[src/common/spi_pkg.sv]
// SPI master shared definitions
// Word and length types, bit order and controller state encodings,
// and the longest transfer the shift register supports.

package spi_pkg;

    // Width of the parallel transmit and receive words
    parameter int SPI_WORD_WIDTH = 32;

    // Longest transfer in bits; a zero length is treated as one bit
    parameter int SPI_MAX_LENGTH = 31;

    // Parallel data word, also the shift register contents
    typedef logic [SPI_WORD_WIDTH-1:0] spi_word_t;

    // Transfer length in bits, wide enough to hold SPI_MAX_LENGTH
    typedef logic [$clog2(SPI_MAX_LENGTH + 1)-1:0] spi_length_t;

    // Order in which the word leaves on mosi and arrives on miso
    typedef enum logic {
        MSB_FIRST = 1'b0,
        LSB_FIRST = 1'b1
    } spi_order_t;

    // Transfer controller states
    typedef enum logic [1:0] {
        IDLE   = 2'd0,
        SELECT = 2'd1,
        SHIFT  = 2'd2,
        FINISH = 2'd3
    } spi_state_t;

endpackage

[src/common/spi_shift_if.sv]
// SPI shift register control bus
// Carries the per-transfer settings and the load, enable and capture
// commands from the transfer controller to the shift register.

`timescale 1ns/10ps

interface spi_shift_if;

    logic                 load;
    logic                 enable;
    spi_pkg::spi_order_t  order;
    spi_pkg::spi_length_t length;
    logic                 sample_level;
    logic                 capture;

    // Controller side drives every command and setting
    modport ctrl (
        output load,
        output enable,
        output order,
        output length,
        output sample_level,
        output capture
    );

    modport shreg (
        input load,
        input enable,
        input order,
        input length,
        input sample_level,
        input capture
    );

endinterface

[src/rtl/spi_clock_gen.sv]
// SPI serial clock generator
// Divides the system clock so that sclk toggles every HALF_PERIOD cycles
// while run is high, and flags each sample edge and each change edge.
// With run low the serial clock sits at its idle level.

`timescale 1ns/10ps

module spi_clock_gen #(
    parameter int HALF_PERIOD = 4
) (
    input  logic clock,
    input  logic reset,
    input  logic run,
    input  logic sample_level,
    output logic sclk,
    output logic sample_strobe,
    output logic change_strobe
);

    localparam int COUNT_WIDTH = $clog2(HALF_PERIOD);
    localparam logic [COUNT_WIDTH-1:0] COUNT_LAST = COUNT_WIDTH'(HALF_PERIOD - 1);

    logic [COUNT_WIDTH-1:0] count;
    logic                   sclk_q;
    logic                   edge_q;

    always_ff @(posedge clock) begin
        if (!reset) begin
            count  <= '0;
            sclk_q <= 1'b0;
            edge_q <= 1'b0;
        end else if (!run) begin
            // Park at idle so the first toggle after run rises is a sample edge
            count  <= '0;
            sclk_q <= ~sample_level;
            edge_q <= 1'b0;
        end else if (count == COUNT_LAST) begin
            count  <= '0;
            sclk_q <= ~sclk_q;
            edge_q <= 1'b1;
        end else begin
            count  <= count + 1'b1;
            edge_q <= 1'b0;
        end
    end

    // Falling run returns sclk to idle without waiting for the register
    assign sclk = run ? sclk_q : ~sample_level;

    // The new level tells which kind of edge has just happened
    assign sample_strobe = edge_q && (sclk_q == sample_level);
    assign change_strobe = edge_q && (sclk_q != sample_level);

endmodule

[src/spi_register/spi_register.sv]
// SPI shift register
// Loads the transmit word, presents one bit at a time on mosi and
// collects miso on each sample edge. Bit order and length come per
// transfer from the controller. At the end of a transfer the received
// bits are presented in the low bits of rx_data, the rest cleared.

`timescale 1ns/10ps

module spi_register (
    input  logic               clock,
    input  logic               reset,
    input  spi_pkg::spi_word_t tx_data,
    input  logic               miso,
    input  logic               sample_strobe,
    input  logic               change_strobe,
    spi_shift_if.shreg         shift,
    output logic               mosi,
    output spi_pkg::spi_word_t rx_data
);

    spi_pkg::spi_word_t shift_reg;
    spi_pkg::spi_word_t shift_next;
    spi_pkg::spi_word_t length_mask;
    spi_pkg::spi_length_t top_index;

    // Outgoing bit of a word for the given order and length
    function automatic logic out_bit(
        input spi_pkg::spi_word_t   word,
        input spi_pkg::spi_order_t  order,
        input spi_pkg::spi_length_t index
    );
        logic result;
        if (order == spi_pkg::LSB_FIRST) begin
            result = word[0];
        end else begin
            result = word[index];
        end
        return result;
    endfunction

    // Highest bit position in use; length is never zero here
    assign top_index = shift.length - 1'b1;

    // Received word mask, length ones in the low bits
    assign length_mask = (spi_pkg::spi_word_t'(1) << shift.length) - 1'b1;

    always_comb begin
        if (shift.order == spi_pkg::LSB_FIRST) begin
            // Insert at length-1 so the received word ends up in the low bits
            shift_next = shift_reg >> 1;
            shift_next[top_index] = miso;
        end else begin
            shift_next = {shift_reg[spi_pkg::SPI_WORD_WIDTH-2:0], miso};
        end
    end

    always_ff @(posedge clock) begin
        if (shift.load) begin
            shift_reg <= tx_data;
        end else if (shift.enable && sample_strobe) begin
            shift_reg <= shift_next;
        end
    end

    // Bits above length hold leftovers of the transmit word
    always_ff @(posedge clock) begin
        if (shift.capture) begin
            rx_data <= shift_reg & length_mask;
        end
    end

    always_ff @(posedge clock) begin
        if (!reset) begin
            mosi <= 1'b0;
        end else if (shift.load) begin
            mosi <= out_bit(tx_data, shift.order, top_index);
        end else if (!shift.enable) begin
            mosi <= 1'b0;
        end else if (change_strobe) begin
            // The register has already shifted past the bit just sampled
            mosi <= out_bit(shift_reg, shift.order, top_index);
        end
    end

endmodule

[src/rtl/spi_controller.sv]
// SPI transfer controller
// Latches the transfer settings on start, asserts chip select, runs the
// serial clock and counts sample edges up to the transfer length. Then it
// has the received word captured and flags completion with a done pulse.

`timescale 1ns/10ps

module spi_controller (
    input  logic                 clock,
    input  logic                 reset,
    input  logic                 start,
    input  spi_pkg::spi_length_t length,
    input  spi_pkg::spi_order_t  order,
    input  logic                 sample_level,
    input  logic                 sample_strobe,
    output logic                 busy,
    output logic                 done,
    output logic                 cs_n,
    output logic                 run,
    spi_shift_if.ctrl            shift
);

    spi_pkg::spi_state_t  state;
    spi_pkg::spi_state_t  state_next;
    spi_pkg::spi_length_t length_q;
    spi_pkg::spi_order_t  order_q;
    logic                 sample_level_q;
    spi_pkg::spi_length_t edge_count;
    logic                 last_edge;

    assign last_edge = sample_strobe && (edge_count == length_q - 1'b1);

    always_comb begin
        state_next = state;
        case (state)
            spi_pkg::IDLE: begin
                if (start) begin
                    state_next = spi_pkg::SELECT;
                end
            end
            spi_pkg::SELECT: begin
                state_next = spi_pkg::SHIFT;
            end
            spi_pkg::SHIFT: begin
                if (last_edge) begin
                    state_next = spi_pkg::FINISH;
                end
            end
            default: begin
                state_next = spi_pkg::IDLE;
            end
        endcase
    end

    always_ff @(posedge clock) begin
        if (!reset) begin
            state          <= spi_pkg::IDLE;
            length_q       <= spi_pkg::spi_length_t'(1);
            order_q        <= spi_pkg::MSB_FIRST;
            sample_level_q <= 1'b1;
            edge_count     <= '0;
            done           <= 1'b0;
        end else begin
            state <= state_next;
            // Done follows FINISH, when rx_data has just been captured
            done  <= (state == spi_pkg::FINISH);
            if (state == spi_pkg::IDLE && start) begin
                // A zero length runs as a single bit
                if (length == '0) begin
                    length_q <= spi_pkg::spi_length_t'(1);
                end else begin
                    length_q <= length;
                end
                order_q        <= order;
                sample_level_q <= sample_level;
                edge_count     <= '0;
            end else if (state == spi_pkg::SHIFT && sample_strobe) begin
                edge_count <= edge_count + 1'b1;
            end
        end
    end

    assign busy = (state != spi_pkg::IDLE);
    assign cs_n = !(state == spi_pkg::SELECT || state == spi_pkg::SHIFT);
    assign run  = (state == spi_pkg::SHIFT);

    // SELECT lasts one cycle, so load is a single pulse
    assign shift.load         = (state == spi_pkg::SELECT);
    assign shift.enable       = (state == spi_pkg::SHIFT);
    assign shift.capture      = (state == spi_pkg::FINISH);
    assign shift.order        = order_q;
    assign shift.length       = length_q;
    assign shift.sample_level = sample_level_q;

endmodule

[src/rtl/spi_master.sv]
// SPI master top level
// Single chip select master. A start pulse sends tx_data on mosi and
// collects miso into rx_data. Bit order, transfer length and sample
// edge are taken with each start. done pulses when rx_data is valid.

`timescale 1ns/10ps

module spi_master #(
    parameter int HALF_PERIOD = 4
) (
    input  logic                 clock,
    input  logic                 reset,
    input  logic                 start,
    input  spi_pkg::spi_word_t   tx_data,
    input  spi_pkg::spi_length_t length,
    input  spi_pkg::spi_order_t  order,
    input  logic                 sample_level,
    input  logic                 miso,
    output logic                 busy,
    output logic                 done,
    output spi_pkg::spi_word_t   rx_data,
    output logic                 sclk,
    output logic                 mosi,
    output logic                 cs_n
);

    logic run;
    logic sample_strobe;
    logic change_strobe;

    spi_shift_if shift_bus ();

    spi_controller u_controller (
        .clock         (clock),
        .reset         (reset),
        .start         (start),
        .length        (length),
        .order         (order),
        .sample_level  (sample_level),
        .sample_strobe (sample_strobe),
        .busy          (busy),
        .done          (done),
        .cs_n          (cs_n),
        .run           (run),
        .shift         (shift_bus.ctrl)
    );

    // The clock follows the latched edge setting, not the live input
    spi_clock_gen #(
        .HALF_PERIOD (HALF_PERIOD)
    ) u_clock_gen (
        .clock         (clock),
        .reset         (reset),
        .run           (run),
        .sample_level  (shift_bus.sample_level),
        .sclk          (sclk),
        .sample_strobe (sample_strobe),
        .change_strobe (change_strobe)
    );

    spi_register u_register (
        .clock         (clock),
        .reset         (reset),
        .tx_data       (tx_data),
        .miso          (miso),
        .sample_strobe (sample_strobe),
        .change_strobe (change_strobe),
        .shift         (shift_bus.shreg),
        .mosi          (mosi),
        .rx_data       (rx_data)
    );

endmodule

[config.mk]
export PLATFORM = sky130hd
export DESIGN_NAME = spi_master
export DESIGN_NICKNAME = d
export VERILOG_FILES = /design/src/common/spi_pkg.sv /design/src/common/spi_shift_if.sv /design/src/rtl/spi_clock_gen.sv /design/src/spi_register/spi_register.sv /design/src/rtl/spi_controller.sv /design/src/rtl/spi_master.sv
export SDC_FILE = /design/constraint.sdc
export NUM_CORES = 1
export LEC_CHECK = 0
export BUFFER_PORTS_ARGS = -buffer_cell sky130_fd_sc_hd__buf_2
export CORE_AREA = 2 2 103 155
export CTS_CLUSTER_DIAMETER = 150
export DETAILED_ROUTE_END_ITERATION = 10
export DIE_AREA = 0 0 105 157
export PLACE_DENSITY_LB_ADDON = 0.1
export SKIP_LAST_GASP = 1
export SYNTH_ARGS = -nofsm -noshare
export SYNTH_HDL_FRONTEND = slang
export SYNTH_SLANG_ARGS = --single-unit
[constraint.sdc]
create_clock -name clock -period 3.4 [get_ports clock]
set_clock_uncertainty 0.05 [all_clocks]
set_input_delay 0.68 -clock clock [delete_from_list [all_inputs] [get_ports clock]]
set_output_delay 0.68 -clock clock [all_outputs]
set_load 0.02 [all_outputs]
# Word-level counts from Yosys, hierarchy flattened
# Cells that the tools add are included.
# W data, S select, Z words.
[word_totals]
register_bits = 84
in_bits = 43
out_inout_bits = 37
wordCells = 74
[classes]
addsub = 4
magnitude_cmp = 2
eq_ne = 11
shifts = 1
mux = 23
bitwise_logic = 5
n_reduce_logical = 16
[op_table]
columns = ["cell", "count"]
rows = [
  ["$mux W32", 3],
  ["$and A32 B32 Y32", 1],
  ["$bwmux W32", 1],
  ["$shl A1 B5 Y32 const A", 1],
  ["$sub A32 B1 Y32 const B", 1],
  ["$mux W1", 12],
  ["$bmux W1 S5", 2],
  ["$eq A2 B2 Y1 const B", 3],
  ["$logic_and A1 B1 Y1", 6],
  ["$lt A5 B6 Y1 const B", 1],
  ["$ne A2 B2 Y1 const B", 3],
  ["$pmux W2 S3", 1],
  ["$add A5 B1 Y5 const B", 1],
  ["$demux W1 S5", 1],
  ["$eq A5 B5 Y1", 1],
  ["$ge A5 B1 Y1 const B", 1],
  ["$logic_not A5 Y1", 1],
  ["$mux W5", 1],
  ["$sub A5 B1 Y5 const B", 1],
  ["$mux W2", 2],
  ["$not A1 Y1", 4],
  ["$reduce_and A2 Y1", 2],
  ["$reduce_bool A2 Y1", 2],
  ["$ne A3 B3 Y1 const B", 1],
  ["other kinds (9)", 9],
]

# Logic depth before layout (Yosys ltp)
[logic_depth]
ltp_word = 9
mapped_depth = 12
depth_no_buf = 9

# Cells and area by module
# A second synthesis with hierarchy kept.
[hier_totals]
hier_cells = 594
area_unflattened_um2 = 5824.3
[modules_own_cells]
columns = ["module", "n_inst", "cells_each", "area_per_inst_um2", "seq_area_each_um2"]
rows = [
  ["spi_register", 1, 484, 4853.4, 1941.9],
  ["spi_controller", 1, 92, 794.5, 300.3],
  ["spi_clock_gen", 1, 18, 176.4, 80.1],
]

# Least setup slack after synthesis
# OpenSTA, ideal clock, no wires.
[synth_timing]
path_kind = "reg2reg"
startpoint = "reg u_controller.length_q[0], in the netlist u_controller.shift.length[0]"
endpoint = "reg u_register.rx_data[18], data pin"
setup_ns = 0.255
t_arrival_ns = 2.523
t_required_ns = 3.095
slack_ns = 0.572
stages_incl_launch_ff = 13
path_buffers = 3
period_less_slack_ns = 2.828
cell_sequence = "dfxtp_1 buf_2 inv_1 ha_1 buf_2 buf_2 nand2_1 ha_1 o311ai_2 o21bai_2 o31ai_1 o22ai_1 and2_1"
[synth_between]
elab_chain_cells = 3
[synth_lines]
columns = ["item", "line_no", "text"]
rows = [
  ["start: declaration", "spi_controller.sv:25", "spi_pkg::spi_length_t length_q;"],
  ["start signal: assignment", "spi_controller.sv:58", "length_q <= spi_pkg::spi_length_t'(1);"],
  ["start signal: assignment", "spi_controller.sv:70", "length_q <= spi_pkg::spi_length_t'(1);"],
  ["start signal: assignment", "spi_controller.sv:72", "length_q <= length;"],
  ["$shl A1 B5 Y32", "spi_register.sv:45", "assign length_mask = (spi_pkg::spi_word_t'(1) << shift.length) - 1'b1;"],
  ["$sub A32 B1 Y32", "spi_register.sv:45", ""],
  ["$and A32 B32 Y32", "spi_register.sv:68", "rx_data <= shift_reg & length_mask;"],
  ["end signal: assignment", "spi_register.sv:68", ""],
  ["end: declaration", "spi_register.sv:18", "output spi_pkg::spi_word_t rx_data"],
]
# No other way between the ends.
# A chain may end at the register's enable or synchronous reset.

# Worst setup path after layout
[layout_timing]
startpoint = "reg u_controller.length_q[1], in the netlist u_controller.shift.length[1]"
endpoint = "reg u_register.rx_data[31], data pin"
# Same word-level chain as after synthesis.

==> impl_metrics.tcl <==
set metrics [dict create \
    status "complete, no violations" \
    synth_top_family_by_area "simple AND/OR/NAND/NOR gates" \
    cts_tree "done" \
    cts_buffers 9 \
    drcViolationCount 0 \
    clock-sinks 84 \
    hpwlAfterDp_um 13700 \
    dp_slack_ns 0.477 \
    synthAdderAreaFrac_pct 2.74 \
    wire_per_inst_um 20.8 \
    ff2ff_path_depth 9 \
    yosysUniqueCellTypes 68 \
    io_pins 80 \
    cp_data_arrival_time_ns 3.02 \
    rows 55 \
    r2r-start "u_controller.shift.length[1]" \
    worstPathRequired_ns 3.44 \
    cp_cell_sequence "inv_1 -> ha_1 -> buf_4 -> nor3_1 -> buf_4 -> nor3_1 -> nand4bb_1 -> o311a_1 -> o21a_1" \
    drive_above_1_share_pct 21.9 \
    cap_viol_max_count 0 \
    syn-cell-area_um2 5940 \
    vias 5226 \
    ys_async_sr_fraction_pct 0 \
    port_buffers 79 \
    cp_slowest_cell "dfxtp_1" \
    grtUsageTotal_pct 22.7 \
    finalCriticalPeriod_ns 2.98 \
    synth_edf_count 64 \
    ys_seq_elements 84 \
    cts_buffer_depth 2 \
    overflow 0 \
    max_stage_delay_ns 0.54 \
    core_um2 15000 \
    yosys_warnings 0 \
    critical_path_class "register to register" \
    hold-path-cell-count 1 \
    path_max_fanout 10 \
    rsz0062_at_grt "no" \
    nets 744 \
    worst_pin_slew_ns 0.904 \
    ctsHoldBuffers 0 \
    die_y_um 157 \
    synth-xor-area-share_pct 4.82 \
    synthFlopType "edfxtp_1" \
    htreeDepth 3 \
    drt-pass1-iter-count 7 \
    pwr_density_cell_nw_per_um2 868 \
    area_growth_pct 15.0 \
    viasPerCell 5.85 \
    worstHoldStart "u_clock_gen.count[0]" \
    syn_avg_cell_area_um2 9.47 \
    wl_um 18600 \
    dieWidth_um 105 \
    cts_root_buffer "clkbuf_16" \
    ys_seq_area_share_pct 39.1 \
    hold_violations 0 \
    routabilityCongestion 0.971 \
    power_leakage_nw 2.70 \
    tns_ns 0 \
    start_util_pct 39.6 \
    met2WireLength_um 9460 \
    wl_met3_um 779 \
    synth_cells 628 \
    synth_mux_area_share_pct 9.60 \
    holdPathEnd "u_clock_gen.count[0]" \
    clk_pin_slew_ns 0.07 \
    top_layer_used "met4" \
    end_kind "register" \
    grt_antenna_before_repair 0 \
    post_cts_buffers 0 \
    period_share_pct 87.6 \
    peakVddDrop_mv 0.380 \
    syn_nets 684 \
    cts.repair.resized 0 \
    hp-class "register to register" \
    synth_compound_area_share_pct 18.3 \
    fin_ws_ns 0.421 \
    slew_violations 0 \
    slew-limit-headroom_pct 39.8 \
    fmax_ghz 0.336 \
    drt_iter0_drc 531 \
    wl_met1_um 7530 \
    rr_endpoint "u_register.rx_data[31]" \
    grt_max_degree 48 \
    ant_nets 0 \
    crit_path_start_kind "register" \
    die_area_um2 16500 \
    setup_viol 0 \
    grt_pass1_wl_um 28800 \
    worstSkewPairLatency_ns 0.34 \
    regToRegSetupSlack_ns 0.42 \
    synth_simple_gate_area_share_pct 20.5 \
    grt_pass1_vias 5212 \
]
==> worst max path at each step <==
stage	endpoint	slack (ns)	start	cells past startpoint
detailed placement	u_register.rx_data[31]	0.48	u_controller.shift.length[1]	9
global placement	u_register.rx_data[29]	0.51	u_controller.shift.length[1]	10
finish	u_register.rx_data[31]	0.42	u_controller.shift.length[1]	9
floorplan	u_register.rx_data[18]	0.57	u_controller.shift.length[0]	12
global route	u_register.rx_data[29]	0.25	u_controller.shift.length[1]	10
CTS	u_register.rx_data[31]	0.45	u_controller.shift.length[1]	9
==> routing by layer <==
layer	GRT usage [%]	up-vias
met5	0	-
met4	11.6	0
met3	2.57	51
met2	40.3	197
met1	27.0	2523
li1	-	2455
==> report_power, final <==
group | switching, mW | total [mW] | internal, mW
clock network | 0.434 | 1.04 | 0.610
registers | 0.326 | 1.88 | 1.55
logic | 1.81 | 3.01 | 1.20
==> through the flow <==
step                area (µm²)  hold slack, ns  util, %  std cells  total power [mW]
global route              6840           0.405     45.6        892              6.27
floorplan                 5940           0.356        -        628              3.94
CTS                       6840           0.392     45.6        892              5.92
detailed placement        6520           0.383     43.4        876              4.87
finish                    6840           0.384     45.6        893              5.93
global placement          6520           0.363     43.4        876              4.84
==> critical path: cells and delay by family, from the launching register on <==
kind	cells	cell delay, ns
and+or+nand+nor	3	0.64
buffers and inverters	3	0.57
DFF	1	0.54
adders and majority gates	1	0.32
AOI/OAI and AO/OA	2	0.61
==> cell usage in the layout, fill, tap and decap left out, drive strengths merged, types with 12 or more instances in the layout <==
cell	instances
buf	101
nand2	73
edfxtp	64
nor2	62
a21o	31
nand4	29
o21ai	28
mux2i	21
and2	20
dfxtp	20
xnor2	19
a21oi	18
a211oi	18
a311oi	17
inv	15
mux4	14
nand3	13
ha	13
clkbuf	13
xor2	12
==> cell type report <==
class	count	area [µm²]
multi-input combinational	478	3330
clock buffer	13	293
antenna	1	2.50
clock inverter	3	25.0
timing repair buffer	101	561
inverter	14	52.6
sequential	84	2320
fill	1491	8160
tap	199	249
==> cell usage after synthesis, drive strengths merged (17+ instances only) <==
cell type | instances | area share (%)
nand2 | 73 | 4.7
edfxtp | 64 | 32
nor2 | 62 | 3.9
a21o | 31 | 3.9
buf | 29 | 2.7
nand4 | 29 | 3.1
o21ai | 28 | 2.4
clkbuf | 23 | 1.5
mux2i | 21 | 3.5
and2 | 20 | 2.1
dfxtp | 20 | 6.7
xnor2 | 19 | 3.1
a211oi | 18 | 2.3
a21oi | 18 | 1.5
a311oi | 17 | 2.6
==> cell families (layout without fill, tap and decap cells) <==
kind of cell	after synthesis	count (layout)
flip-flops	84	84
AND/OR/NAND/NOR	243	243
other	0	1
multiplexers	39	39
adder cells (fa/ha/maj)	13	13
XOR/XNOR	31	31
buffers and inverters	66	131
AO/OA/AOI/OAI	152	152
Power figures use the tool's default switching activity.
